## config.mk

```make
export PLATFORM = sky130hd
export DESIGN_NAME = register_bank
export DESIGN_NICKNAME = d
export VERILOG_FILES = /design/src/verilog/isa_pkg.sv /design/src/verilog/mem_pkg.sv /design/src/verilog/register_bank.sv
export SDC_FILE = /design/constraint.sdc
export NUM_CORES = 2
export LEC_CHECK = 0
export BUFFER_PORTS_ARGS = -buffer_cell sky130_fd_sc_hd__buf_2
export CELL_PAD_IN_SITES_DETAIL_PLACEMENT = 0
export CELL_PAD_IN_SITES_GLOBAL_PLACEMENT = 1
export CORE_MARGIN = 4
export CORE_UTILIZATION = 35
export DETAILED_ROUTE_END_ITERATION = 8
export HOLD_SLACK_MARGIN = 0.08
export PLACE_DENSITY_LB_ADDON = 0.1
export SKIP_LAST_GASP = 1
export SLEW_MARGIN = 15
export SYNTH_ARGS = -nofsm -noshare
export SYNTH_HDL_FRONTEND = slang
export SYNTH_SLANG_ARGS = --single-unit
export TNS_END_PERCENT = 30
```

## constraint.sdc

```tcl
create_clock -name clock -period 3.05 [get_ports clock]
set_clock_uncertainty 0.05 [all_clocks]
set_input_delay 0.305 -clock clock [delete_from_list [all_inputs] [get_ports clock]]
set_output_delay 0.305 -clock clock [all_outputs]
set_load 0.005 [all_outputs]
```

## src/verilog/isa_pkg.sv

```systemverilog
package isa_pkg;

    typedef logic [31:0] instr_t;
    typedef logic [4:0]  reg_idx_t;

    // Major opcodes of the supported subset
    typedef enum logic [6:0] {
        OP_R      = 7'b0110011,
        OP_I      = 7'b0010011,
        OP_LUI    = 7'b0110111,
        OP_LOAD   = 7'b0000011,
        OP_STORE  = 7'b0100011,
        OP_BRANCH = 7'b1100011
    } opcode_e;

    typedef enum logic [2:0] {
        ALU_ADD,
        ALU_SUB,
        ALU_AND,
        ALU_OR,
        ALU_XOR,
        ALU_PASS_B    // LUI, immediate straight through
    } alu_op_e;

    typedef enum logic [1:0] {
        BR_NONE,
        BR_EQ,
        BR_NE
    } branch_e;

    // funct3 codes
    localparam logic [2:0] F3_ADD = 3'b000;
    localparam logic [2:0] F3_XOR = 3'b100;
    localparam logic [2:0] F3_OR  = 3'b110;
    localparam logic [2:0] F3_AND = 3'b111;
    localparam logic [2:0] F3_BNE = 3'b001;

endpackage

```

## src/verilog/mem_pkg.sv

```systemverilog
package mem_pkg;

    typedef logic [31:0] word_t;
    typedef logic [31:0] addr_t;

    // PWM duty and free-running counter
    typedef logic [7:0] pwm_duty_t;

    // Duty register, everything below is RAM
    localparam addr_t PWM_ADDR = 32'h0000_0400;

endpackage

```

## src/verilog/register_bank.sv

```systemverilog
module register_bank (
    input  logic              clock,
    input  logic              rst_n,
    input  logic              wb_en,
    input  isa_pkg::reg_idx_t wb_rd,
    input  mem_pkg::word_t    wb_data,
    input  isa_pkg::reg_idx_t rs1,
    input  isa_pkg::reg_idx_t rs2,
    output mem_pkg::word_t    value1,
    output mem_pkg::word_t    value2
);
    import mem_pkg::*;

    word_t regs [32];

    always_ff @(posedge clock or negedge rst_n) begin
        if (!rst_n) begin
            for (int i = 0; i < 32; i++) begin
                regs[i] <= '0;
            end
        end else if (wb_en && wb_rd != '0) begin
            regs[wb_rd] <= wb_data;
        end
    end

    // x0 is hardwired, a same-cycle write is seen at once
    assign value1 = (rs1 == '0) ? '0 : (wb_en && wb_rd == rs1) ? wb_data : regs[rs1];
    assign value2 = (rs2 == '0) ? '0 : (wb_en && wb_rd == rs2) ? wb_data : regs[rs2];

endmodule
```

; Word-level counts from Yosys, hierarchy flattened
; Cells that the tools add are included.
[totals]
ff_bits = 1024
elab_cells = 61
[classes]
reduce_logical = 7
n_lt_le_gt_ge = 4
n_bitwise = 3
n_mux = 13
n_eq_ne = 2
[op_table]
columns = op, count
row1 = bitwise mux 1024 bit, 1
row2 = binary-select mux 32 bit (select 5 bit), 2
row3 = two-way mux 32 bit, 9
row4 = demux 32 bit (select 5 bit), 1
row5 = "greater-or-equal comparator 6 bit, second input constant", 3
row6 = NOT 5 -> 6 bit, 3
row7 = == test 5 bit, 2
row8 = logical NOT 5 bit, 2
row9 = "less-than comparator 6 x 1 -> 1 bit, second input constant", 1
row10 = nonzero test 5 bit, 1
row11 = logical AND 1 bit, 4

; Longest topological paths before layout
[logic_depth]
word_depth = 6
mapped_depth = 10
depth_no_buf = 5

; Least setup slack after synthesis
; No wires, ideal clock.
[synth_path]
path_type = input to output
start = input port rs2[0]
end = output port value2[7]
cell_stages = 7
setup_slack_ps = 607
t_arrival_ps = 2088
cell_sequence = buf_4 -> buf_2 -> buf_2 -> mux4_2 -> a22oi_1 -> nand2_1 -> a221o_1
[synth_between]
elab_chain_cells = 6
[synth_rtl]
columns = element, line_no
row1 = "start, declared", register_bank.sv:8  ; input isa_pkg::reg_idx_t rs2,
row2 = NOT 5 -> 6 bit (not written as such), register_bank.sv:28  ; assign value2 = (rs2 == '0) ? '0 : (wb_en && wb_rd == rs2) ? wb_data : regs[rs2];
row3 = binary-select mux 32 bit (select 5 bit), register_bank.sv:28
row4 = two-way mux 32 bit (not written as such) (2 in a row), register_bank.sv:28
row5 = two-way mux 32 bit, register_bank.sv:28
row6 = two-way mux 32 bit *, register_bank.sv:28
row7 = "end, declared", register_bank.sv:10  ; output mem_pkg::word_t value2
; Mark *: on every way between the ends. The rest lies on a longest branch, timed or not. The select of a mux whose other input is x is not followed.

; Worst setup path after layout
[layout_path]
start = input port wb_rd[1]
end = output port value2[31]
[layout_between]
elab_chain_cells = 4
[layout_rtl]
columns = element, line_no
row1 = "start, declared", register_bank.sv:5  ; input isa_pkg::reg_idx_t wb_rd,
row2 = == test 5 bit, register_bank.sv:28
row3 = logical AND 1 bit, register_bank.sv:28
row4 = two-way mux 32 bit (2 in a row), register_bank.sv:28
; Every way passes these cells.

==> metrics <==
DR WL/cell=36.1 µm; Final Hold Slack=~160 ps; Post-Syn Instances=~3700; TritonCTS clock tree=done; number of filler cells placed in the layout=13930; ys async rst share=1.00; # placed instances=approximately 5700; die area=around 160000 µm²; status=finished, violations left; CP Capture Type=output port; Tmin final=between 3000 and 4000 ps; Sw Share=0.284; Worst Hold Class=primary input to flip-flop; Comb pwr share=0.209; Clock power frac=0.351; vias per std cell=roughly 6; internal power=between 20 and 30 mW; Final Instance Area=64100 µm²; final-report hold violation count=0; # nets final=~3900; worst rel slew slack=0.248; die height=roughly 400 µm; Worst Slack Setup Final=-97.7 ps; Max FO, Critical Path=26; maximum vdd drop=~0.47 mV; Final GP Congestion=around 0.81; CTS Sinks=approximately 1000; DRT Wirelength=215000 µm; Placed Area=59700 µm²; H-tree Lvls=3; pwr/cell area=643 nW/µm²; commonest cells after routing, fill and taps aside=1024 x dfrtp_1, 898 x mux2_2, 412 x mux4_2; worst skew pair latency=between 700 and 800 ps; Area growth, synth to finish=17.5%; max FFs per register=1024; All-Layer GR Usage=0.263; Worst-Margin Slew=around 1100 ps; Place WS=-181 ps; die width=403 µm; Clock transition at path regs=~60 ps; EDFF count, synth=0; Core ar.=around 150000 µm²; Final setup viols=5; post-DP HPWL=around 130000 µm; biggest regs=regs (1024); via count=36779; switching power=11.7 mW; Max Cap Violations=0; final cell count without fillers=approximately 5900; Syn Std Cell Area=roughly 55000 µm²; Syn Area/Cell=about 15 µm²; FF+latch count, synth=between 1000 and 1500; I/O Buffers=~110; most common cell after layout, fill and taps aside=dfrtp_1; vias in the first global route=around 40000; fmax=between 300 and 400 MHz; Mapped Nets=3723; count of pins over their slew limit=0; Starting Density=0.353; critical setup path kind=primary input to output port; # rows=between 100 and 150; IO Pins=between 100 and 150; synth warn=0; sequential fraction of the synthesis area=0.470; failing checks=setup timing; pin count of the biggest net entering global routing=around 120; CTS max path bufs=3; distinct cell type count after synthesis=between 50 and 60; Biggest register=regs; CTS root buffer=clkbuf_16; initial DRC count=about 3000; drt pass-1 iters=5; Worst EP required=~2700 ps; DRT antenna net count=0; fin crit share=1.03; Inserted Clock Buffers=about 120; Top FF cell, synth=dfrtp_1; initial antenna violation count=10; RSZ-0062 raised after global routing=true; critical path arrival=between 2000 and 3000 ps; first-pass GRT wire length=slightly above 300000 µm; register share of total power=0.439; grt ovf=0; layout cells sized above 1=0.522; Residual DRC=0; total power=about 41 mW; Lkg Pwr=roughly 28 nW; crit start category=primary input
[kinds of logic (layout without fill, tap and decap cells)]
family / after synthesis / after routing / share of synthesized area
AND/OR/NAND/NOR: 101 / 101 / 0.00938
other: 0 / 1 / 0
XOR/XNOR: 10 / 10 / 0.00161
multiplexers: 1634 / 1634 / 0.417
buffers and inverters: 438 / 668 / 0.0358
flip-flops: 1024 / 1024 / 0.470
AO/OA/AOI/OAI: 466 / 466 / 0.0662
[path summary, 6_finish.rpt]
check | start | end | slack [ps] | cells past startpoint
min in group asynchronous | rst_n | regs[962] | 620 | 3
worst min register to register | regs[1007] | regs[1007] | 350 | 0
max in group asynchronous | rst_n | regs[153] | 490 | 4
worst min-delay path | wb_data[25] | regs[441] | 160 | 2
worst max-delay path | wb_rd[1] | value2[31] | -100 | 8
worst max register to register | regs[750] | regs[750] | 2090 | 2
[synthesized netlist by cell type, types with 2 or more instances]
master	number	area, µm²
o221a_1	9	101
mux4_2	412	9280
o21a_1	8	60.1
nor3_1	2	10.0
a2111oi_2	15	225
mux2_1	97	1090
o22a_1	6	52.6
o221ai_1	43	377
a2111oi_0	26	228
nor2b_1	7	43.8
a211oi_1	4	30.0
nand3_1	2	10.0
a22o_1	71	622
nand3b_1	7	52.6
nand2_1	38	143
buf_1	62	233
o211ai_1	17	128
and3b_1	2	17.5
o22ai_1	44	275
o21ai_0	10	50.1
a221o_1	12	120
nor3b_1	4	30.0
buf_6	15	169
mux2_2	898	10100
buf_4	23	173
xor2_1	2	17.5
a21oi_1	84	420
buf_2	88	440
mux2i_1	227	2270
dfrtp_1	1024	25600
clkbuf_1	249	935
nor2_1	24	90.1
xnor2_1	8	70.1
o221a_2	3	33.8
a22oi_1	95	713
a32o_1	10	100
nand2b_1	3	18.8
a221oi_1	6	52.6
and2_1	2	12.5
[metal layers]
layer  wire (µm)  global-route usage  part of all wire  up-vias
met4        7420              0.0884             0.035        4
met5          25                   0           0.00012        -
met2       98700               0.411              0.46     1329
met3       13700              0.0472             0.064      355
li1            -                   -                 -    14649
met1       95000               0.370              0.44    20442
[per-stage QoR]
stage	setup TNS, ps	util
2_1_floorplan	0	-
3_3_place_gp	-1720	0.386
3_5_place_dp	-181	0.386
4_1_cts	-1280	0.415
5_1_grt	-1570	0.415
6_report	-125	0.415
[final cells by class]
class / count / area (µm²) / share of cell area
Inverter: 1 / 3.75 / 0.0000585
Clock buffer: 177 / 3570 / 0.0557
Multi-Input combinational cell: 2211 / 27600 / 0.431
Timing Repair Buffer: 447 / 4370 / 0.0681
Tap cell: 2044 / 2560 / 0.0399
Clock inverter: 43 / 378 / 0.00589
Antenna cell: 1 / 2.50 / 0.0000390
Sequential cell: 1024 / 25600 / 0.400
[power groups by stage]
stage	sequential, mW	combinational (mW)	clock [mW]
6_report	18.1	8.63	14.5
5_1_grt	18.4	9.24	15.4
4_1_cts	18.0	8.66	14.9
3_5_place_dp	18.3	8.47	0
3_3_place_gp	18.0	8.27	0
2_1_floorplan	17.6	5.98	0
[timing repair]
| item | in CTS | in global routing |
|---|---|---|
| resized for setup | 47 | 10 |
| pin swaps | 30 | 10 |
| cloned | 0 | 0 |
| setup buffers | 12 | 4 |
| endpoints found under the setup margin | 30 | 33 |
| hold endpoints to repair | 582 | 0 |
| hold buffers | 5 | 0 |
[critical path, stage by stage]
cell and delay [ps]:
buf_2 180, xnor2_1 220, nand2_1 130, or4_2 710
buf_4 300, o21a_1 170, a21oi_1 530, buf_2 230
Power figures use the tool's default switching activity.
