===== src/verilog/isa_pkg.sv =====
package isa_pkg;

    typedef logic [31:0] instr_t;
    typedef logic [4:0]  reg_idx_t;

    // Major opcodes of the supported subset
    typedef enum logic [6:0] {
        OP_R      = 7'b0110011,
        OP_I      = 7'b0010011,
        OP_LUI    = 7'b0110111,
        OP_LOAD   = 7'b0000011,
        OP_STORE  = 7'b0100011,
        OP_BRANCH = 7'b1100011
    } opcode_e;

    typedef enum logic [2:0] {
        ALU_ADD,
        ALU_SUB,
        ALU_AND,
        ALU_OR,
        ALU_XOR,
        ALU_PASS_B    // LUI, immediate straight through
    } alu_op_e;

    typedef enum logic [1:0] {
        BR_NONE,
        BR_EQ,
        BR_NE
    } branch_e;

    // funct3 codes
    localparam logic [2:0] F3_ADD = 3'b000;
    localparam logic [2:0] F3_XOR = 3'b100;
    localparam logic [2:0] F3_OR  = 3'b110;
    localparam logic [2:0] F3_AND = 3'b111;
    localparam logic [2:0] F3_BNE = 3'b001;

endpackage


===== src/verilog/mem_pkg.sv =====
package mem_pkg;

    typedef logic [31:0] word_t;
    typedef logic [31:0] addr_t;

    // PWM duty and free-running counter
    typedef logic [7:0] pwm_duty_t;

    // Duty register, everything below is RAM
    localparam addr_t PWM_ADDR = 32'h0000_0400;

endpackage


===== src/verilog/fetch.sv =====
module fetch (
    input  logic            clock,
    input  logic            rst_n,
    input  logic            enable,
    input  logic            stall,
    input  logic            branch_taken,
    input  mem_pkg::addr_t  branch_target,
    input  isa_pkg::instr_t rom_data,
    output logic [7:0]      rom_address,
    output mem_pkg::addr_t  pc,
    output isa_pkg::instr_t instr,
    output logic            valid
);
    import mem_pkg::*;

    addr_t pc_q;
    logic  advance;

    assign advance     = enable && !stall;
    assign rom_address = pc_q[9:2];    // Word index into the ROM

    always_ff @(posedge clock or negedge rst_n) begin
        if (!rst_n) begin
            pc_q  <= '0;
            valid <= 1'b0;
        end else if (advance) begin
            pc_q  <= branch_taken ? branch_target : pc_q + 32'd4;
            valid <= !branch_taken;    // Word in flight is on the wrong path
        end
    end

    always_ff @(posedge clock) begin
        if (advance) begin
            instr <= rom_data;
            pc    <= pc_q;
        end
    end

endmodule


===== config.mk =====
export PLATFORM = sky130hd
export DESIGN_NAME = fetch
export DESIGN_NICKNAME = d
export VERILOG_FILES = /design/src/verilog/isa_pkg.sv /design/src/verilog/mem_pkg.sv /design/src/verilog/fetch.sv
export SDC_FILE = /design/constraint.sdc
export NUM_CORES = 1
export LEC_CHECK = 0
export ABC_CLOCK_PERIOD_IN_PS = 4300
export BUFFER_PORTS_ARGS = -buffer_cell sky130_fd_sc_hd__buf_4
export CAP_MARGIN = 20
export CORE_MARGIN = 2
export CORE_UTILIZATION = 33
export CTS_CLUSTER_SIZE = 25
export DETAILED_ROUTE_END_ITERATION = 10
export PLACE_DENSITY_LB_ADDON = 0.08
export RECOVER_POWER = 50
export SYNTH_ARGS = -nofsm -noshare
export SYNTH_HDL_FRONTEND = slang
export SYNTH_SLANG_ARGS = --single-unit

===== constraint.sdc =====
create_clock -name clock -period 4.3 [get_ports clock]
set_clock_uncertainty 0.2 [all_clocks]
set_input_delay 0.215 -clock clock [delete_from_list [all_inputs] [get_ports clock]]
set_output_delay 0.215 -clock clock [all_outputs]
set_load 0.1 [all_outputs]

Word-level counts from Yosys, hierarchy flattened --
Cells that the tools add are included.
Storage, ports and cells: bits in registers 97, input port bits 69, output and inout bits 73, word-level logic and storage cells 9
Cells by class: reduce and logical (&&, ||, !) cells 3, add/subtract/negate cells 1, mux-type cells 1
Operator list (count):
- $add 32x3->32 const B | 1
- $mux 32 | 1
- $logic_not 1->1 | 2
- $logic_and 1x1->1 | 1

Depth between registers and ports, before layout --
depth in word-level cells 2, mapped depth 7, mapped depth without buffers 6

Worst setup path after synthesis --
Ideal clock, no wire load.
path kind input to register, from input port stall, to register instr[0], enable pin, arrival time 2667 ps, cell stages on the path 4, buffers on the path 2, setup time 453 ps, path slack 980 ps, data required time 3647 ps, path through nand2b_1 > inv_1 > clkbuf_1 > clkbuf_1
Between the ends: cells in the longest elaborated chain, start to end 2
RTL lines:
- start, declared | line fetch.sv:5 | input logic stall,
- $logic_not 1->1 | line fetch.sv:19 | assign advance = enable && !stall;
- $logic_and 1x1->1 | line fetch.sv:19
- named net advance | line fetch.sv:17 | logic advance;
- end signal, assigned | line fetch.sv:34 | instr <= rom_data;
- end, declared | line fetch.sv:11 | output isa_pkg::instr_t instr,
The timed path passes the listed nets, and every way through them passes these cells. A chain may end at the register's enable or synchronous reset.

Final worst setup path --
from register pc_q[2], to register pc_q[30]
Between the ends: cells in the longest elaborated chain, start to end 2
RTL lines:
- start, declared | line fetch.sv:16 | addr_t pc_q;
- start signal, assigned | line fetch.sv:27 | pc_q <= branch_taken ? branch_target : pc_q + 32'd4;
- $add 32x3->32 | line fetch.sv:27
- $mux 32 | line fetch.sv:27
Every way passes these cells.

==> run_results.csv <==
group,metric,value,unit
synthesis,ys.flop_type,"edfxtp_1",
worst_setup_path,crit_end,"pc_q[30]",
power,switching_share,35.89,%
worst_setup_path,cp.arrival,2.50,ns
timing,fmax,0.4027,GHz
power,vdd_ir_drop_max,0.2095,mV
final_layout,fin_util,49.63,%
placed_design,place_ws,1.584,ns
synthesis,synth_top_family_by_area,"simple AND/OR/NAND/NOR gates",
worst_setup_path,worstPathMaxFanout,10,
clocking,cts_setup_buffers,0,
synthesis,syn_area,0.004089,mm^2
placed_design,hpwl,6858,um
power,p_leak,2.360,nW
worst_setup_path,slowest_delay,0.61,ns
global_routing,grt_pass1_wl,16410,um
synthesis,async_flop_share,34.02,%
synthesis,netlist.area_leader.share,47.00,%
placed_design,io_buffers,141,
synthesis,synth_mux_area_share,2.326,%
worst_setup_path,critPathSlowestCell,"nor4_4",
synthesis,synth.area.top_cells,"edfxtp_1 47%, dfrtp_1 20%, o21ai_0 2.7%",
worst_setup_path,start_kind,"flop",
final_layout,antenna_cells,0,
synthesis,synth_compound_gate_area_share,11.84,%
synthesis,avgSynthCellArea,12.50,um^2
timing,worst_pin_slew,1.995,ns
worst_setup_path,path_buf_inv,0,
global_routing,grt_overflow,0,
synthesis,syn-instance-count,327,
global_routing,grt_antenna_before_repair,0,
timing,fin_crit,2.483,ns
timing,finalSetupViolations,0,
power,internal_power,1.732,mW
timing,finalCritPeriodShare,57.75,%
worst_setup_path,r2r_cells,6,
drt,postRouteAntennaNets,0,
hold_path,hp-class,"input port to flop",
synthesis,synth-seq-cells,97,
synthesis,ys_warn_count,0,
clocking,cts_buffers,9,
floorplan,start_util,33.90,%
synthesis,yosysTopAreaCell,"edfxtp_1",
clocking,clock-root-buffer,"clkbuf_16",
floorplan,die_y,115.3,um
timing,fin_tns_setup,0,ns
worst_setup_path,crit_family,"simple AND/OR/NAND/NOR gates",
synthesis,synth_fa_ha_area_share,0.3060,%
global_routing,grt_pass1_vias,3142,
synthesis,syn_nets,397,
synthesis,synthSimpleGateAreaFrac,14.44,%
timing,whs,0.01805,ns
final_layout,drive_gt1_share,26.06,%
clocking,clk_pin_slew,0.06,ns
clocking,clockBufferDepth,2,
floorplan,core_region_area,0.01206,mm^2
global_routing,grt_use_total,16.20,%
synthesis,yosysUniqueCellTypes,48,
global_routing,grt_max_degree,53,
drt,first_pass_iters,4,
power,clkPwrFrac,28.9,%
synthesis,seq_area_frac_synth,67.20,%
final_layout,areaGrowthSynthToFinish,46.39,%
power,p_switching,969.3,uW
timing,slew_headroom,-32.98,%
floorplan,fp.dieW,115.3,um
worst_setup_path,rrSetupSlack,1.82,ns
power,power.density,451.2,mW/mm^2
clocking,htree_num_levels,3,
worst_setup_path,path_class,"flop to flop",
drt,drt-initial-drc-count,239,
floorplan,rows,40,
run,drv_cap,1,
floorplan,dieArea,0.01330,mm^2
worst_setup_path,path_depth,6,
timing,fin_ws,1.817,ns
run_status,outcome,"finished with violations",
worst_setup_path,endpoint_kind,"flop",
placed_design,place_congestion,0.8136,
floorplan,ios,142,
clocking,hold_buffers,57,
worst_setup_path,worstReg2RegStart,"pc_q[2]",
synthesis,synth_edf_count,64,
run_status,violations,"max-capacitance violations, max-slew violations",
power,total_power,2.701,mW
final_layout,nets,584,
worst_setup_path,startpoint,"pc_q[2]",
timing,finalMaxSlewViolations,34,
drt,vias_per_cell,4.827,
drt,num_vias,3311,
drt,drc,0,
worst_setup_path,reg2reg_to,"pc_q[30]",
clocking,cts_tree,"built",
power,power_frac_seq,44.2,%
worst_setup_path,crit_chain,"ha_1, nand4_2, nor4_4, and3_2, nand4_1, mux2i_1",
drt,wl,10850,um
power,combPwrFrac,26.9,%
drt,routedWlPerCell,15.82,um
clocking,cts_resized,0,
clocking,clock_latency,0.34,ns
timing,hold_viol_final,0,
worst_setup_path,required,4.32,ns
clocking,clock-sinks,97,
timing,rsz0062_at_grt,"false",
synthesis,synth_xor_xnor_area_share,0,%
state kept, by name, indices dropped and copies added, names as in the netlist:
register and count:
instr 32, pc_q 32, pc 32, valid 1
routing by layer:
metal / global-route usage, % / wire [um]
met1: 22.77 / 5121
met2: 24.64 / 4896
met3: 2.952 / 679
met4: 6.908 / 157
met5: 0 / 0
power by group through the flow:
stage / clock network [mW] / registers [mW] / logic [mW]
after global placement: 0 / 1.21 / 0.702
after global routing: 0.835 / 1.21 / 0.763
after floorplan: 0 / 1.49 / 0.253
after CTS: 0.804 / 1.19 / 0.750
after detailed placement: 0 / 1.21 / 0.707
final: 0.780 / 1.19 / 0.726
layout by cell type (no fill, tap or decap), types with 3 or more instances in the layout:
cell type,synthesis,final
nor2_1,22,22
mux2_2,3,3
edfxtp_1,64,64
a31oi_1,4,4
buf_4,8,76
nor4_1,5,5
clkbuf_16,0,9
a21oi_1,18,18
a22oi_1,4,4
nand3_1,19,19
a311oi_1,4,4
clkbuf_4,0,32
and4_1,3,3
dfrtp_1,33,33
nand4_1,7,7
or3_1,3,3
clkbuf_1,14,36
inv_1,10,9
nand2_1,19,19
dlygate4sd3_1,0,57
and3_1,9,9
nor3_1,10,10
o22ai_1,7,7
o21ai_0,22,22
mux2i_1,5,5
metrics by stage:
| step | cell area, um^2 | std cells |
|---|---|---|
| after floorplan | 4089 | 327 |
| after global placement | 5265 | 614 |
| after detailed placement | 5265 | 614 |
| after CTS | 6113 | 686 |
| after global routing | 5986 | 686 |
| final | 5986 | 686 |
synthesized netlist by cell type, drive strengths merged (2+ instances only):
| cell type | number |
|---|---|
| edfxtp | 64 |
| dfrtp | 33 |
| nor2 | 22 |
| o21ai | 22 |
| nand3 | 20 |
| nand2 | 19 |
| a21oi | 18 |
| clkbuf | 14 |
| and3 | 11 |
| buf | 10 |
| inv | 10 |
| nor3 | 10 |
| nand4 | 8 |
| o22ai | 7 |
| nor4 | 6 |
| mux2i | 5 |
| a22oi | 4 |
| a311oi | 4 |
| a31oi | 4 |
| and4 | 4 |
| mux2 | 4 |
| or3 | 3 |
| a211o | 2 |
| a21o | 2 |
| a221oi | 2 |
| a32o | 2 |
| and2 | 2 |
| nor2b | 2 |
| o22a | 2 |
| o311ai | 2 |
cell type report:
cell class	instances	area [um^2]
inverters	10	38.79
well taps	168	210.2
fillers	1127	6076
flip-flops and latches	97	2748
repair buffers	200	1529
clock buffers	11	232.7
multi-input cells	196	1182
clock inverters	4	45.04
worst register-to-register path: stages, from the launching register on:
cell and delay, ns:
dfrtp_1 0.45, ha_1 0.31, nand4_2 0.20, nor4_4 0.61, and3_2 0.32, nand4_1 0.13
mux2i_1 0.15
worst min-delay path by stage:
stage                                 start        to  slack [ns]  cells after the start
final                     branch_target[25]  pc_q[25]        0.02                      3
after global routing      branch_target[25]  pc_q[25]        0.02                      3
after CTS                 branch_target[25]  pc_q[25]       0.004                      3
after detailed placement              rst_n   pc_q[1]        0.01                      1
after global placement                rst_n   pc_q[0]        0.01                      1
after floorplan                       rst_n   pc_q[0]       -0.28                      0
kinds of logic (layout without fill, tap and decap cells):
kind of cell	Yosys count	after routing
AO/OA/AOI/OAI	76	76
adder cells (fa/ha/maj)	1	1
buffers and inverters	34	225
flip-flops	97	97
multiplexers	9	9
AND/OR/NAND/NOR	110	110
(Power assumes the default switching activity.)
