## src/verilog/isa_pkg.sv

```systemverilog
package isa_pkg;

    typedef logic [31:0] instr_t;
    typedef logic [4:0]  reg_idx_t;

    // Major opcodes of the supported subset
    typedef enum logic [6:0] {
        OP_R      = 7'b0110011,
        OP_I      = 7'b0010011,
        OP_LUI    = 7'b0110111,
        OP_LOAD   = 7'b0000011,
        OP_STORE  = 7'b0100011,
        OP_BRANCH = 7'b1100011
    } opcode_e;

    typedef enum logic [2:0] {
        ALU_ADD,
        ALU_SUB,
        ALU_AND,
        ALU_OR,
        ALU_XOR,
        ALU_PASS_B    // LUI, immediate straight through
    } alu_op_e;

    typedef enum logic [1:0] {
        BR_NONE,
        BR_EQ,
        BR_NE
    } branch_e;

    // funct3 codes
    localparam logic [2:0] F3_ADD = 3'b000;
    localparam logic [2:0] F3_XOR = 3'b100;
    localparam logic [2:0] F3_OR  = 3'b110;
    localparam logic [2:0] F3_AND = 3'b111;
    localparam logic [2:0] F3_BNE = 3'b001;

endpackage

```

## src/verilog/mem_pkg.sv

```systemverilog
package mem_pkg;

    typedef logic [31:0] word_t;
    typedef logic [31:0] addr_t;

    // PWM duty and free-running counter
    typedef logic [7:0] pwm_duty_t;

    // Duty register, everything below is RAM
    localparam addr_t PWM_ADDR = 32'h0000_0400;

endpackage

```

## src/verilog/mem_req_if.sv

```systemverilog
interface mem_req_if;
    import mem_pkg::*;

    logic  req_valid;    // One cycle, spends a credit
    logic  req_write;
    addr_t req_addr;
    word_t req_wdata;

    logic  credit;       // Pulse per retired request
    logic  rsp_valid;    // Load data, in order
    word_t rsp_rdata;

    modport stage (
        output req_valid, req_write, req_addr, req_wdata,
        input  credit, rsp_valid, rsp_rdata
    );

    modport bus (
        input  req_valid, req_write, req_addr, req_wdata,
        output credit, rsp_valid, rsp_rdata
    );

endinterface

```

## src/verilog/memory.sv

```systemverilog
module memory #(
    parameter int MEM_CREDITS = 2
) (
    input  logic              clock,
    input  logic              rst_n,
    input  logic              enable,
    input  mem_pkg::word_t    mem_result,
    input  mem_pkg::word_t    mem_store_data,
    input  isa_pkg::reg_idx_t mem_rd,
    input  logic              mem_reg_write,
    input  logic              mem_read,
    input  logic              mem_write,
    mem_req_if.stage          bus,
    output logic              stall,
    output logic              wb_en,
    output isa_pkg::reg_idx_t wb_rd,
    output mem_pkg::word_t    wb_data
);
    localparam int CREDIT_W = $clog2(MEM_CREDITS + 1);

    logic [CREDIT_W-1:0] credits_q;
    logic                issued_q;    // Request of the current instruction already sent
    logic                mem_op;
    logic                advance;

    assign mem_op = mem_read || mem_write;

    assign bus.req_valid = enable && mem_op && !issued_q && credits_q != '0;
    assign bus.req_write = mem_write;
    assign bus.req_addr  = mem_result;
    assign bus.req_wdata = mem_store_data;

    // Out of credits, or a load still waiting for its data
    assign stall   = (mem_op && !issued_q && credits_q == '0)
                  || (mem_read && !(issued_q && bus.rsp_valid));
    assign advance = enable && !stall;

    always_ff @(posedge clock or negedge rst_n) begin
        if (!rst_n) begin
            credits_q <= CREDIT_W'(MEM_CREDITS);
            issued_q  <= 1'b0;
            wb_en     <= 1'b0;
        end else begin
            if (bus.req_valid && !bus.credit) begin
                credits_q <= credits_q - 1'b1;
            end else if (bus.credit && !bus.req_valid) begin
                credits_q <= credits_q + 1'b1;
            end
            if (advance) begin
                issued_q <= 1'b0;
                wb_en    <= mem_reg_write;
            end else if (bus.req_valid) begin
                issued_q <= 1'b1;
            end
        end
    end

    always_ff @(posedge clock) begin
        if (advance) begin
            wb_rd   <= mem_rd;
            wb_data <= mem_read ? bus.rsp_rdata : mem_result;
        end
    end

    assert property (@(posedge clock) disable iff (!rst_n)
        credits_q <= CREDIT_W'(MEM_CREDITS));

    // Load data only ever meets a load that has been issued
    assert property (@(posedge clock) disable iff (!rst_n)
        bus.rsp_valid |-> mem_read && issued_q);

endmodule

```

## src/flat_wrapper.sv

```systemverilog
// flat-port wrapper written by rule: the top's interface ports become plain ports
module memory_flat 
#(
    parameter int MEM_CREDITS = 2
)
  (clock, rst_n, enable, mem_result, mem_store_data, mem_rd, mem_reg_write, mem_read, mem_write, stall, wb_en, wb_rd, wb_data, bus_req_valid, bus_req_write, bus_req_addr, bus_req_wdata, bus_credit, bus_rsp_valid, bus_rsp_rdata);
  mem_req_if bus_i ();
  input  logic clock;
  input  logic rst_n;
  input  logic enable;
  input  mem_pkg::word_t mem_result;
  input  mem_pkg::word_t mem_store_data;
  input  isa_pkg::reg_idx_t mem_rd;
  input  logic mem_reg_write;
  input  logic mem_read;
  input  logic mem_write;
  output logic stall;
  output logic wb_en;
  output isa_pkg::reg_idx_t wb_rd;
  output mem_pkg::word_t wb_data;
  output wire logic [$bits(bus_i.req_valid)-1:0] bus_req_valid;
  output wire logic [$bits(bus_i.req_write)-1:0] bus_req_write;
  output wire logic [$bits(bus_i.req_addr)-1:0] bus_req_addr;
  output wire logic [$bits(bus_i.req_wdata)-1:0] bus_req_wdata;
  input wire logic [$bits(bus_i.credit)-1:0] bus_credit;
  input wire logic [$bits(bus_i.rsp_valid)-1:0] bus_rsp_valid;
  input wire logic [$bits(bus_i.rsp_rdata)-1:0] bus_rsp_rdata;
  assign bus_req_valid = bus_i.req_valid;
  assign bus_req_write = bus_i.req_write;
  assign bus_req_addr = bus_i.req_addr;
  assign bus_req_wdata = bus_i.req_wdata;
  assign bus_i.credit = bus_credit;
  assign bus_i.rsp_valid = bus_rsp_valid;
  assign bus_i.rsp_rdata = bus_rsp_rdata;
  memory #(.MEM_CREDITS(MEM_CREDITS)) u_core (.clock(clock), .rst_n(rst_n), .enable(enable), .mem_result(mem_result), .mem_store_data(mem_store_data), .mem_rd(mem_rd), .mem_reg_write(mem_reg_write), .mem_read(mem_read), .mem_write(mem_write), .bus(bus_i), .stall(stall), .wb_en(wb_en), .wb_rd(wb_rd), .wb_data(wb_data));
endmodule
```

## config.mk

```make
export PLATFORM = sky130hd
export DESIGN_NAME = memory_flat
export DESIGN_NICKNAME = d
export VERILOG_FILES = /design/src/verilog/isa_pkg.sv /design/src/verilog/mem_pkg.sv /design/src/verilog/mem_req_if.sv /design/src/verilog/memory.sv /design/src/flat_wrapper.sv
export SDC_FILE = /design/constraint.sdc
export NUM_CORES = 1
export LEC_CHECK = 0
export BUFFER_PORTS_ARGS = -buffer_cell sky130_fd_sc_hd__buf_2
export CORE_ASPECT_RATIO = 1.75
export CORE_MARGIN = 3
export CORE_UTILIZATION = 33
export CTS_BUF_LIST = sky130_fd_sc_hd__clkbuf_8 sky130_fd_sc_hd__clkbuf_16
export DETAILED_ROUTE_END_ITERATION = 8
export GPL_ROUTABILITY_DRIVEN = 0
export PLACE_DENSITY = 0.78
export SLEW_MARGIN = 10
export SYNTH_ARGS = -nofsm -noshare
export SYNTH_HDL_FRONTEND = slang
export SYNTH_SLANG_ARGS = --single-unit
```

## constraint.sdc

```tcl
create_clock -name clock -period 1.7 [get_ports clock]
set_input_delay 0.51 -clock clock [delete_from_list [all_inputs] [get_ports clock]]
set_output_delay 0.51 -clock clock [all_outputs]
set_load 0.01 [all_outputs]
```

## Word level (Yosys, flattened, before mapping)

Index checks and enable logic that the tools add are counted.

| storage, ports and cells | value |
|---|---|
| logic and storage cells | 33 |
| input port bits | 109 |
| output and inout bits | 105 |
| register bits | 41 |

| operators by class | value |
|---|---|
| mux-type cells | 5 |
| $add $sub $neg | 2 |
| reduce and logical (&&, ||, !) cells | 21 |

Operator list:

| operator | count |
|---|---|
| 2-to-1 mux 32 bit | 1 |
| logical AND 1 bit | 10 |
| nonzero test 2 bit | 3 |
| zero test 1 bit | 5 |
| 2-to-1 mux 2 bit | 2 |
| adder 2 x 1 -> 2 bit, second input constant | 1 |
| zero test 2 bit | 1 |
| logical OR 1 bit | 2 |
| 2-to-1 mux 1 bit | 2 |
| subtractor 2 x 1 -> 2 bit, second input constant | 1 |

## Longest topological paths before layout

| depth | value |
|---|---|
| depth in word-level cells | 8 |
| mapped depth | 8 |
| mapped depth without buffers | 6 |

## Worst setup path before layout

No wires, ideal clock.

| path | value |
|---|---|
| path type | input to register |
| from | input port mem_read |
| to | register u_core.credits_q[1] |
| library setup time | 0.075 ns |
| slack | -0.337 ns |
| required time | 1.625 ns |
| arrival | 1.963 ns |
| path buffers | 2 |
| cell stages on the path | 7 |
| cell sequence | clkbuf_1 -> buf_2 -> nor2_1 -> nor3_1 -> ha_1 -> nor2_1 -> xor2_1 |

| on the way | value |
|---|---|
| cells in the longest elaborated chain, start to end | 7 |
| elaborated cells on any way between the ends | 9 |
| those cells by class | mux: 1; reduce/logical: 8 |

Ends and longest elaborated chain:

| item | RTL line | source |
|---|---|---|
| start, declared | flat_wrapper.sv:15 | `input logic mem_read;` |
| logical OR 1 bit * | memory.sv:26 | `assign mem_op = mem_read \|\| mem_write;` |
| logical AND 1 bit * (3 in series) | memory.sv:28 | `assign bus.req_valid = enable && mem_op && !issued_q && credits_q != '0;` |
| net bus_req_valid | flat_wrapper.sv:21 | `output wire logic [$bits(bus_i.req_valid)-1:0] bus_req_valid;` |
| zero test 1 bit | memory.sv:46 | `end else if (bus.credit && !bus.req_valid) begin` |
| logical AND 1 bit | memory.sv:46 |  |
| nonzero test 2 bit (no line) | -- |  |
| end signal, assigned | memory.sv:40 | `credits_q <= CREDIT_W'(MEM_CREDITS);` |
| end signal, assigned | memory.sv:45 | `credits_q <= credits_q - 1'b1;` |
| end signal, assigned | memory.sv:47 | `credits_q <= credits_q + 1'b1;` |
| end, declared | memory.sv:21 | `logic [CREDIT_W-1:0] credits_q;` |

The timed path passes the listed nets; every way through them passes the cells marked *.
A chain may end at the register's enable or synchronous reset.

## Worst setup path after layout

| path | value |
|---|---|
| from | register u_core.credits_q[1] |
| to | output port stall |

| on the way | value |
|---|---|
| cells in the longest elaborated chain, start to end | 3 |

Ends and longest elaborated chain:

| item | RTL line | source |
|---|---|---|
| zero test 2 bit | memory.sv:34 | `assign stall = (mem_op && !issued_q && credits_q == '0)` |
| logical AND 1 bit | memory.sv:34 |  |
| logical OR 1 bit | memory.sv:35 | `\|\| (mem_read && !(issued_q && bus.rsp_valid));` |
| end, declared | flat_wrapper.sv:17 | `output logic stall;` |

No other way between the ends.

==> metrics.txt <==
crit share post-route=1.11; Worst-Margin Slew=258 ps; gr usage total=0.126; DRT Pass-1 Iters=5; #FFs+latches synth=41; crit end category=primary output; residual DRC count=0; reg-to-reg slack, setup=50 ps; maximum number of pins on one net before global-route repair=20; CTS tree=yes; min cycle time layout=1900 ps; Mean Syn Cell Area=13.9 sq um; Via Count=1484; row cnt=38; Worst Hold Class=input pin to register; worst vdd ir=576 uV; I/O Buffers=149; full die area=7780 sq um; H-Tree Level Count=2; failing checks=setup timing; hold_sp=mem_rd[3]; Sink Count=41; family with the most delay on the worst path=simple AND/OR/NAND/NOR gates; share of synthesized registers carrying an async set or reset=0.0976; Synth Instances=160; routed wire length=4900 um; status=complete, but fails checks; YS warnings=0; Starting Density=0.348; ANT nets after route=0; critical path data arrival time=1390 ps; total negative setup slack=-282 ps; Post-layout nets=367; hpwl dp=4200 um; Core Util, Final=0.437; number of global-route vias before repair=1536; Critical Path, Cell by Cell=or4b_4 -> nand2_2 -> buf_6; Slew Viols, Final=0; io pins=214; initial antenna violation count=0; TritonCTS Buffers=5; final worst slack=-195 ps; post-DR vias/cell=4.39; Initial DRC Count=28; Hold Path End=u_core.wb_rd[3]; first-pass GRT wire length=7030 um; chip width=68.0 um; ratio of cells with drive above 1 in the final layout=0.771; buffers and inverters on the worst path=1; Placed Instances=327; Critical Path RT=1190 ps; clock skew=3.75 ps; total grt overflow=0; Lkg Pwr=1.29 nW; Worst-path clk slew=70 ps; clk root buf=clkbuf_8; crit path max-delay cell type=or4b_4; CP max stage delay=540 ps; R2R depth=8; pwr dens=968 nW/um^2; maximum clock path buffer count=2; Hold Path Cell Cnt=1; Core ar.=6370 sq um; Final Non-Filler Cells=338; endpoints failing hold=0; CP Depth=3; Power Total=2.69 mW; RSZ-0062 raised after global routing=yes; syn_nets=270; area delta synth->final=25.5%; Post-synth EDFFs=37; Max-slew headroom=0.828; WL/cell=14.5 um; ANT cells=0; achievable clock frequency=528 MHz; clock latency at the later pin of the worst-skew pair=290 ps; RR Startpoint=u_core.credits_q[0]; Placed Area=2650 sq um; Cell variety after synth=22; kind of critical path=register to primary output; Crit Path Max Fanout=3; post-route cell area=2780 sq um; dpl ws=-89.9 ps; crit start category=register; hold_ws=393 ps; final setup fails=2; sequential cell area fraction in the yosys report=0.547; Primary FF master, synth=edfxtp_1; FF-to-FF End=u_core.credits_q[1]; synthesized cell area=2220 sq um; number of max-cap violations=0; DIE HEIGHT=114 um
-- worst max-delay path by stage --
stage | startpoint | end | slack (ps)
after floorplan | mem_write | u_core.wb_en | -6
after global placement | mem_write | stall | -80
after detailed placement | mem_write | stall | -90
after CTS | u_core.issued_q | stall | -230
after global routing | u_core.credits_q[1] | stall | -260
final | u_core.credits_q[1] | stall | -200
-- final cells by class --
cell class,instances,area [sq um]
Sequential cell,41,1210
Multi-Input combinational cell,48,518
Fill cell,614,3590
Clock inverter,2,7.51
Inverter,2,7.51
Tap cell,80,100
Timing Repair Buffer,159,855
Clock buffer,6,82.6
-- synthesized netlist by cell type (2+ instances only) --
library cell / count / area, sq um
nor2_1: 3 / 11.3
inv_1: 2 / 7.51
dfrtp_1: 3 / 75.1
buf_4: 65 / 488
mux2_1: 5 / 56.3
buf_2: 3 / 15.0
edfxtp_1: 37 / 1110
mux2_2: 27 / 304
xnor2_1: 2 / 17.5
-- layout by cell type (no fill, tap or decap) --
cell,netlist,layout
buf_2,3,148
edfxtp_1,37,37
mux2_2,27,27
buf_4,65,7
clkbuf_8,0,6
mux2_1,5,5
inv_1,2,4
nor2_1,3,3
dfrtp_1,3,3
xnor2_1,2,2
buf_12,0,2
or4b_4,1,1
a21bo_4,0,1
nand2_2,0,1
and3_4,1,1
nand2b_4,0,1
nor3_4,0,1
o22ai_1,1,1
o2bb2ai_1,1,1
xor2_1,1,1
mux2_4,1,1
ha_1,1,1
dlygate4sd3_1,0,1
buf_6,0,1
dfstp_2,1,1
-- where the power goes --
part | switching (mW) | internal, mW
combinational | 0.351 | 0.393
clock | 0.309 | 0.319
sequential | 0.0479 | 1.27
total | 0.707 | 1.99
-- worst reg2reg max path: stages, from the launching register on --
cell,delay [ps]
dfrtp_1,390
buf_4,150
nor2_1,230
nor3_4,80
buf_4,140
ha_1,200
xnor2_1,120
nor2_1,120
xor2_1,160
-- logic make-up (layout without fill, tap and decap cells) --
kind of cell | after synthesis | in the layout | share of synthesized area
DFF | 41 | 41 | 0.547
muxes | 33 | 33 | 0.169
adders and majority gates | 1 | 1 | 0.00564
xor gates and xnor gates | 3 | 3 | 0.0119
buffers and inverters | 71 | 169 | 0.232
and+or+nand+nor | 8 | 8 | 0.0231
AOI/OAI and AO/OA | 3 | 3 | 0.0113
-- sequential cells by signal (all words and copies together), names as in the netlist --
name,count
u_core.wb_data,32
u_core.wb_rd,5
u_core.credits_q,2
u_core.issued_q,1
u_core.wb_en,1
-- routing by layer --
layer,vias up,part of all wire,global-route usage
met1,660,0.26,0.0913
met4,0,0.054,0.0930
met5,-,0,0
met3,31,0.12,0.0501
met2,107,0.57,0.239
li1,686,-,-
-- what timing repair did --
item,4_1_cts,5_1_grt
hold buffers,1,0
hold endpoints to repair,3,0
resized for setup,4,0
setup endpoints to repair,2,3
pin swaps,3,2
setup buffers,2,0
Power figures use the tool's default switching activity.
