<file path="config.mk">
export PLATFORM = sky130hd
export DESIGN_NAME = execute
export DESIGN_NICKNAME = d
export VERILOG_FILES = /design/src/verilog/isa_pkg.sv /design/src/verilog/mem_pkg.sv /design/src/verilog/execute.sv
export SDC_FILE = /design/constraint.sdc
export NUM_CORES = 1
export LEC_CHECK = 0
export BUFFER_PORTS_ARGS = -buffer_cell sky130_fd_sc_hd__buf_2
export CORE_MARGIN = 2
export CORE_UTILIZATION = 49
export CTS_BUF_LIST = sky130_fd_sc_hd__clkbuf_8 sky130_fd_sc_hd__clkbuf_16
export CTS_CLUSTER_SIZE = 28
export DETAILED_ROUTE_END_ITERATION = 6
export PLACE_DENSITY = 0.77
export SETUP_SLACK_MARGIN = 0.5
export SYNTH_ARGS = -nofsm -noshare
export SYNTH_HDL_FRONTEND = slang
export SYNTH_SLANG_ARGS = --single-unit
</file>
<file path="constraint.sdc">
create_clock -name clock -period 4.45 [get_ports clock]
set_input_delay 0.445 -clock clock [delete_from_list [all_inputs] [get_ports clock]]
set_output_delay 0.445 -clock clock [all_outputs]
set_load 0.005 [all_outputs]
</file>
<file path="src/verilog/isa_pkg.sv">
package isa_pkg;

    typedef logic [31:0] instr_t;
    typedef logic [4:0]  reg_idx_t;

    // Major opcodes of the supported subset
    typedef enum logic [6:0] {
        OP_R      = 7'b0110011,
        OP_I      = 7'b0010011,
        OP_LUI    = 7'b0110111,
        OP_LOAD   = 7'b0000011,
        OP_STORE  = 7'b0100011,
        OP_BRANCH = 7'b1100011
    } opcode_e;

    typedef enum logic [2:0] {
        ALU_ADD,
        ALU_SUB,
        ALU_AND,
        ALU_OR,
        ALU_XOR,
        ALU_PASS_B    // LUI, immediate straight through
    } alu_op_e;

    typedef enum logic [1:0] {
        BR_NONE,
        BR_EQ,
        BR_NE
    } branch_e;

    // funct3 codes
    localparam logic [2:0] F3_ADD = 3'b000;
    localparam logic [2:0] F3_XOR = 3'b100;
    localparam logic [2:0] F3_OR  = 3'b110;
    localparam logic [2:0] F3_AND = 3'b111;
    localparam logic [2:0] F3_BNE = 3'b001;

endpackage

</file>
<file path="src/verilog/mem_pkg.sv">
package mem_pkg;

    typedef logic [31:0] word_t;
    typedef logic [31:0] addr_t;

    // PWM duty and free-running counter
    typedef logic [7:0] pwm_duty_t;

    // Duty register, everything below is RAM
    localparam addr_t PWM_ADDR = 32'h0000_0400;

endpackage

</file>
<file path="src/verilog/execute.sv">
module execute (
    input  logic              clock,
    input  logic              rst_n,
    input  logic              enable,
    input  logic              stall,
    input  mem_pkg::word_t    ex_op1,
    input  mem_pkg::word_t    ex_op2,
    input  mem_pkg::word_t    ex_imm,
    input  isa_pkg::reg_idx_t ex_rs1,
    input  isa_pkg::reg_idx_t ex_rs2,
    input  isa_pkg::reg_idx_t ex_rd,
    input  isa_pkg::alu_op_e  ex_alu_op,
    input  logic              ex_alu_src,
    input  logic              ex_mem_read,
    input  logic              ex_mem_write,
    input  logic              ex_reg_write,
    input  isa_pkg::branch_e  ex_branch,
    input  mem_pkg::addr_t    ex_pc,
    input  logic              fwd_mem_en,
    input  isa_pkg::reg_idx_t fwd_mem_rd,
    input  mem_pkg::word_t    fwd_mem_data,
    input  logic              wb_en,
    input  isa_pkg::reg_idx_t wb_rd,
    input  mem_pkg::word_t    wb_data,
    output logic              branch_taken,
    output mem_pkg::addr_t    branch_target,
    output mem_pkg::word_t    mem_result,
    output mem_pkg::word_t    mem_store_data,
    output isa_pkg::reg_idx_t mem_rd,
    output logic              mem_reg_write,
    output logic              mem_read,
    output logic              mem_write
);
    import isa_pkg::*;
    import mem_pkg::*;

    word_t src1;
    word_t src2;
    word_t operand_b;
    word_t alu_out;
    logic  equal;
    logic  advance;

    // Newest producer wins
    function automatic word_t forward(input reg_idx_t rs, input word_t reg_value);
        word_t value;
        if (fwd_mem_en && fwd_mem_rd == rs) begin
            value = fwd_mem_data;
        end else if (wb_en && wb_rd == rs) begin
            value = wb_data;
        end else begin
            value = reg_value;
        end
        return value;
    endfunction

    assign src1      = forward(ex_rs1, ex_op1);
    assign src2      = forward(ex_rs2, ex_op2);
    assign operand_b = ex_alu_src ? ex_imm : src2;
    assign advance   = enable && !stall;

    always_comb begin
        case (ex_alu_op)
            ALU_SUB:    alu_out = src1 - operand_b;
            ALU_AND:    alu_out = src1 & operand_b;
            ALU_OR:     alu_out = src1 | operand_b;
            ALU_XOR:    alu_out = src1 ^ operand_b;
            ALU_PASS_B: alu_out = operand_b;
            default:    alu_out = src1 + operand_b;
        endcase
    end

    assign equal         = (src1 == src2);
    assign branch_taken  = (ex_branch == BR_EQ && equal) || (ex_branch == BR_NE && !equal);
    assign branch_target = ex_pc + ex_imm;

    always_ff @(posedge clock or negedge rst_n) begin
        if (!rst_n) begin
            mem_reg_write <= 1'b0;
            mem_read      <= 1'b0;
            mem_write     <= 1'b0;
        end else if (advance) begin
            mem_reg_write <= ex_reg_write;
            mem_read      <= ex_mem_read;
            mem_write     <= ex_mem_write;
        end
    end

    always_ff @(posedge clock) begin
        if (advance) begin
            mem_result     <= alu_out;
            mem_store_data <= src2;
            mem_rd         <= ex_rd;
        end
    end

    // Slot behind a taken branch arrives flushed, never as a live instruction
    assert property (@(posedge clock) disable iff (!rst_n)
        advance && branch_taken |=> ex_branch == BR_NONE && !ex_reg_write
                                     && !ex_mem_read && !ex_mem_write);

endmodule

</file>
# [Word level (Yosys, flattened, before mapping)]
# Cells that the tools add are included.
[op_classes] addsub=3 eq_ne=12 n_mux=6 n_bitwise=3 n_reduce_logical=10
[op_table] op="two-way mux 32 bit" n=5
[op_table] op="case mux 32 bit (5 select lines)" n=1
[op_table] op="adder 32 bit" n=2
[op_table] op="AND 32 bit" n=1
[op_table] op="equality test 32 bit" n=1
[op_table] op="OR 32 bit" n=1
[op_table] op="subtractor 32 bit" n=1
[op_table] op="XOR 32 bit" n=1
[op_table] op="equality test 5 bit" n=4
[op_table] op="logical AND 1 bit" n=7
[op_table] op="equality test 3 x 2 -> 1 bit (second input constant)" n=2
[op_table] op="equality test 3 bit (second input constant)" n=2
[op_table] op="equality test 3 x 1 -> 1 bit (second input constant)" n=1
[op_table] op="equality test 2 x 1 -> 1 bit (second input constant)" n=1
[op_table] op="equality test 2 bit (second input constant)" n=1
[op_table] op="logical NOT 1 bit" n=2
[op_table] op="logical OR 1 bit" n=1
[totals] ff_bits=72 output_inout_bits=105

# [Depth between registers and ports, before layout]
[logic_depth] word_depth=8 ltp_mapped=27

# [Worst setup path after synthesis]
# Ideal clock, no wire load.
[synth_timing] path_kind="input-to-reg" start="input port ex_rs2[1]" end="register mem_result[29] (data pin)" arrival_ns=5.866 path_slack_ns=-1.682 cell_stages=25 cell_sequence="xnor2_1 nand4_2 buf_6 nor2_4 mux2i_1 a21oi_1 a21boi_0 ha_1 inv_1 or4_4 or3_4 or2_4 o21ai_2 xnor2_1 ha_1 a21oi_1 nand3_1 or4_1 a21o_1 a221oi_1 o21ai_0 o21a_1 o211ai_1 o41a_1 o21ai_1"
[synth_via] elab_chain_len=7
[synth_lines] element="start: declaration" line="execute.sv:10" rtl="input isa_pkg::reg_idx_t ex_rs2,"
[synth_lines] element="equality test 5 bit" line="execute.sv:49" rtl="end else if (wb_en && wb_rd == rs) begin"
[synth_lines] element="logical AND 1 bit" line="execute.sv:49"
[synth_lines] element="two-way mux 32 bit" line="execute.sv:49"
[synth_lines] element="two-way mux 32 bit (*)" line="execute.sv:47" rtl="if (fwd_mem_en && fwd_mem_rd == rs) begin"
[synth_lines] element="named net src2[0]" line="execute.sv:38" rtl="word_t src2;"
[synth_lines] element="two-way mux 32 bit (*)" line="execute.sv:59" rtl="assign operand_b = ex_alu_src ? ex_imm : src2;"
[synth_lines] element="adder 32 bit or subtractor 32 bit (tied branches)" line="execute.sv:69, execute.sv:64"
[synth_lines] element="case mux 32 bit (5 select lines) (*)" line="execute.sv:63" rtl="case (ex_alu_op)"
[synth_lines] element="named net alu_out[29]" line="execute.sv:40" rtl="word_t alu_out;"
[synth_lines] element="end signal: assignment" line="execute.sv:91" rtl="mem_result <= alu_out;"
[synth_lines] element="end: declaration" line="execute.sv:27" rtl="output mem_pkg::word_t mem_result,"
# The timed path passes the listed nets; every way through them passes the cells marked *.
# A chain may end at the register's enable or synchronous reset.

# [Final worst setup path]
[layout_timing] start="input port wb_rd[4]" end="register mem_result[29] (data pin)"
[layout_via] elab_chain_len=7
[layout_lines] element="start: declaration" line="execute.sv:23" rtl="input isa_pkg::reg_idx_t wb_rd,"
[layout_lines] element="equality test 5 bit (*)" line="execute.sv:49"
[layout_lines] element="logical AND 1 bit (*)" line="execute.sv:49"
[layout_lines] element="two-way mux 32 bit (*)" line="execute.sv:49"
[layout_lines] element="two-way mux 32 bit (*)" line="execute.sv:47"
[layout_lines] element="named net src2[11]" line="execute.sv:38"
[layout_lines] element="two-way mux 32 bit (*)" line="execute.sv:59"
[layout_lines] element="adder 32 bit or subtractor 32 bit (tied branches)" line="execute.sv:69, execute.sv:64"
[layout_lines] element="case mux 32 bit (5 select lines) (*)" line="execute.sv:63"
[layout_lines] element="named net alu_out[29]" line="execute.sv:40"
# Marked as above.

==> summary.md <==
| Metric | Value |
|---|---|
| Clock Latency Late Sink | 0.35 ns |
| Sequential fraction of the synthesis area | 19.5% |
| FMAX | 181 MHz |
| Crit path from | wb_rd[4] |
| Critical Path Max Stage Delay | 0.54 ns |
| Setup crit end kind | register |
| First-pass detailed-route iteration total | 6 |
| Startpoint class of the critical path | primary input |
| Worst hold margin | 0.264 ns |
| Failing checks | setup timing |
| Crit path max-delay cell type | or4_4 |
| RSZ-0062 raised after global routing | true |
| Number of max-cap violations | 0 |
| CP arrival | 5.60 ns |
| Area after DPL | 15200 sq um |
| Starting density of the core | 50.1% |
| Reg clk slew, reported paths | 0.06 ns |
| Levels on crit path | 25 |
| DRC | 0 |
| Vias per cell | 5.95 |
| HPWL after detailed placement | 38000 um |
| Gr ovfl total | 0 |
| Most used DFF post-synth | edfxtp_1 |
| CTS Buf Count | 9 |
| H-tree lvl count | 3 |
| Area delta synth->final | 56.4% |
| Status | finished with violations |
| Syn avg cell area | 8.01 sq um |
| Synth Cell Area | 11000 sq um |
| Die H | 154 um |
| Critical path destination | mem_result[29]$_DFFE_PP_ |
| First-pass GRT wire length | 71300 um |
| Post-Syn Nets | 1735 |
| Final hold violation count | 0 |
| Placed insts | 2231 |
| Clk_skew | 0 ns |
| Multi-input gate area | 9130 sq um |
| R2R depth | 1 |
| Synth top area cells | edfxtp_1 (19%), ha_1 (14%), xnor2_1 (6.9%) |
| P_leak | 8.02 nW |
| Vias in the first global route | 12900 |
| Core ar. | 22000 sq um |
| Register area | 2150 sq um |
| Fraction of layout cells with a size suffix above 1 | 44.1% |
| Ports | 337 |
| IO buf count | 336 |
| Origin of the critical flop-to-flop path | mem_read$_DFFE_PN0P_ |
| Final Power | 4.24 mW |
| Post-Syn Instances | 1374 |
| Number of DRC markers in iteration 0 | 1313 |
| Seq cells post-synth | 72 |
| Root Buffer | clkbuf_16 |
| Final WS setup | -1.06 ns |
| Asr flop ratio synth | 4.17% |
| Final non-filler cell total | 2328 |
| Routed vias | 13900 |
| R2r setup slk | 3.71 ns |
| Slew margin rel. | 22.8% |
| Initial antenna violation count | 18 |
| Worst Hold Class | primary input to register |
| Final RePlAce weighted congestion | 0.977 |
| CTS tree | built |
| EDFF count, synth | 69 |
| Cell repeated most along the worst path | o21ai_2 |
| Yosys warning count | 0 |
| Pwr dens | 247 nW/um^2 |
| Width of the chip | 154 um |
| Delay-heaviest family, CP | simple AND/OR/NAND/NOR gates |
| Clock sink count | 72 |
| Final wirelength | 50400 um |
| Pins Over Slew Limit | 0 |
| Post-route antenna net violation count | 0 |
| CP bufs+invs | 3 |
| Maximum fanout along the worst path | 6 |
| Pin count of the biggest net entering global routing | 103 |
| Synth top area share | 18.8% |
| Final Cycle Share | 124% |
| Fill count | 1490 |
| Final nets | 2385 |
| Yosys cell types | 85 |
| All-Layer GR Usage | 38.7% |
| Tmin final | 5.51 ns |
| Overall die area | 23700 sq um |
| Worst VDD drop | 0.000194 V |
| Max clock buf depth | 2 |
| Fin util | 78.3% |
| Post-synth top area cell | edfxtp_1 |
| Critical R2R Capture | mem_read$_DFFE_PN0P_ |
| Setup violators final | 19 |
| CP required | 4.53 ns |
| Drt wl/cell | 21.6 um |
| Post-route cell area | 17200 sq um |
| # rows | 54 |
| Slew @ Worst Pin | 1.16 ns |
| Crit path kind | primary input to register |
-- kinds of logic (layout without fill, tap and decap cells) --
| kind of cell | Yosys count | in the layout | synth area share [%] |
|---|---|---|---|
| AO/OA/AOI/OAI | 421 | 421 | 24.0 |
| XOR/XNOR | 132 | 132 | 10.5 |
| adder cells (fa/ha/maj) | 129 | 129 | 14.8 |
| buffers and inverters | 174 | 829 | 6.84 |
| flip-flops | 72 | 72 | 19.5 |
| multiplexers | 85 | 85 | 8.33 |
| other | 0 | 19 | 0 |
| AND/OR/NAND/NOR | 361 | 361 | 16.0 |
-- stage by stage --
stage | TNS, ns | setup WS [ns]
floorplan | -11.79 | -1.20
global placement | -19.59 | -1.31
detailed placement | -22.26 | -1.49
CTS | -10.01 | -0.886
global route | -15.51 | -1.23
finish | -12.53 | -1.06
-- Yosys cell counts (all sizes together) (12+ instances only) --
cell,count
nand2,129
xnor2,87
nand3,42
nor2,66
a31oi,31
buf,21
o21a,14
nor3,34
inv,105
nand4,13
o31ai,12
ha,127
edfxtp,69
nand2b,13
o211ai,13
o21ai,150
a21o,31
xor2,45
a21oi,96
mux2i,82
and2,12
clkbuf,46
-- report_power, final --
group	switching, mW	internal (mW)
Sequential	0.0203	0.834
Combinational	1.35	1.22
Clock	0.334	0.491
Total	1.70	2.54
-- per-layer routing --
metal	track usage, %	up-vias	part of all wire, %
met2	63.4	895	46
li1	-	6298	-
met1	48.8	6463	38
met5	0	-	0.054
met4	18.2	4	5.7
met3	8.12	195	11
-- layout make-up --
class | instances | area share, %
repair buffers | 707 | 27.9
multi-input cells | 1128 | 53.1
inverters | 106 | 2.39
well taps | 280 | 2.04
clock inverters | 7 | 0.560
diodes | 19 | 0.276
clock buffers | 9 | 1.31
flip-flops and latches | 72 | 12.5
-- worst min-delay path by stage --
stage	startpoint	end	cells after the start
after detailed placement	rst_n	mem_write$_DFFE_PN0P_	1
after global placement	rst_n	mem_read$_DFFE_PN0P_	1
after CTS	ex_rd[3]	mem_rd[3]$_DFFE_PP_	1
final	ex_rd[3]	mem_rd[3]$_DFFE_PP_	1
after floorplan	rst_n	mem_read$_DFFE_PN0P_	0
after global routing	ex_rd[2]	mem_rd[2]$_DFFE_PP_	1
-- sequential cells by signal, summed over array words and instances (netlist names) --
name            flops
mem_result         32
mem_rd              5
mem_store_data     32
mem_reg_write       1
mem_write           1
mem_read            1
-- cells in the final DEF, fill, tap and decap left out, drive strengths merged, types with 12 or more instances in the layout --
cell / instances
buf: 706
o21ai: 150
nand2: 129
ha: 127
inv: 105
a21oi: 96
xnor2: 87
mux2i: 82
edfxtp: 69
nor2: 66
xor2: 45
nand3: 42
nor3: 34
a21o: 31
a31oi: 31
diode: 19
o21a: 14
nand2b: 13
o211ai: 13
nand4: 13
and2: 12
o31ai: 12
-- timing repair --
action                                 in CTS  in global routing
endpoints found under the hold margin       3                  0
hold buffers                                1                  0
setup endpoints to repair                  30                 34
pin swaps                                  56                 67
buffers inserted                           37                 23
cloned                                      1                  0
gates resized for setup                   160                 98
(Power assumes the default switching activity.)
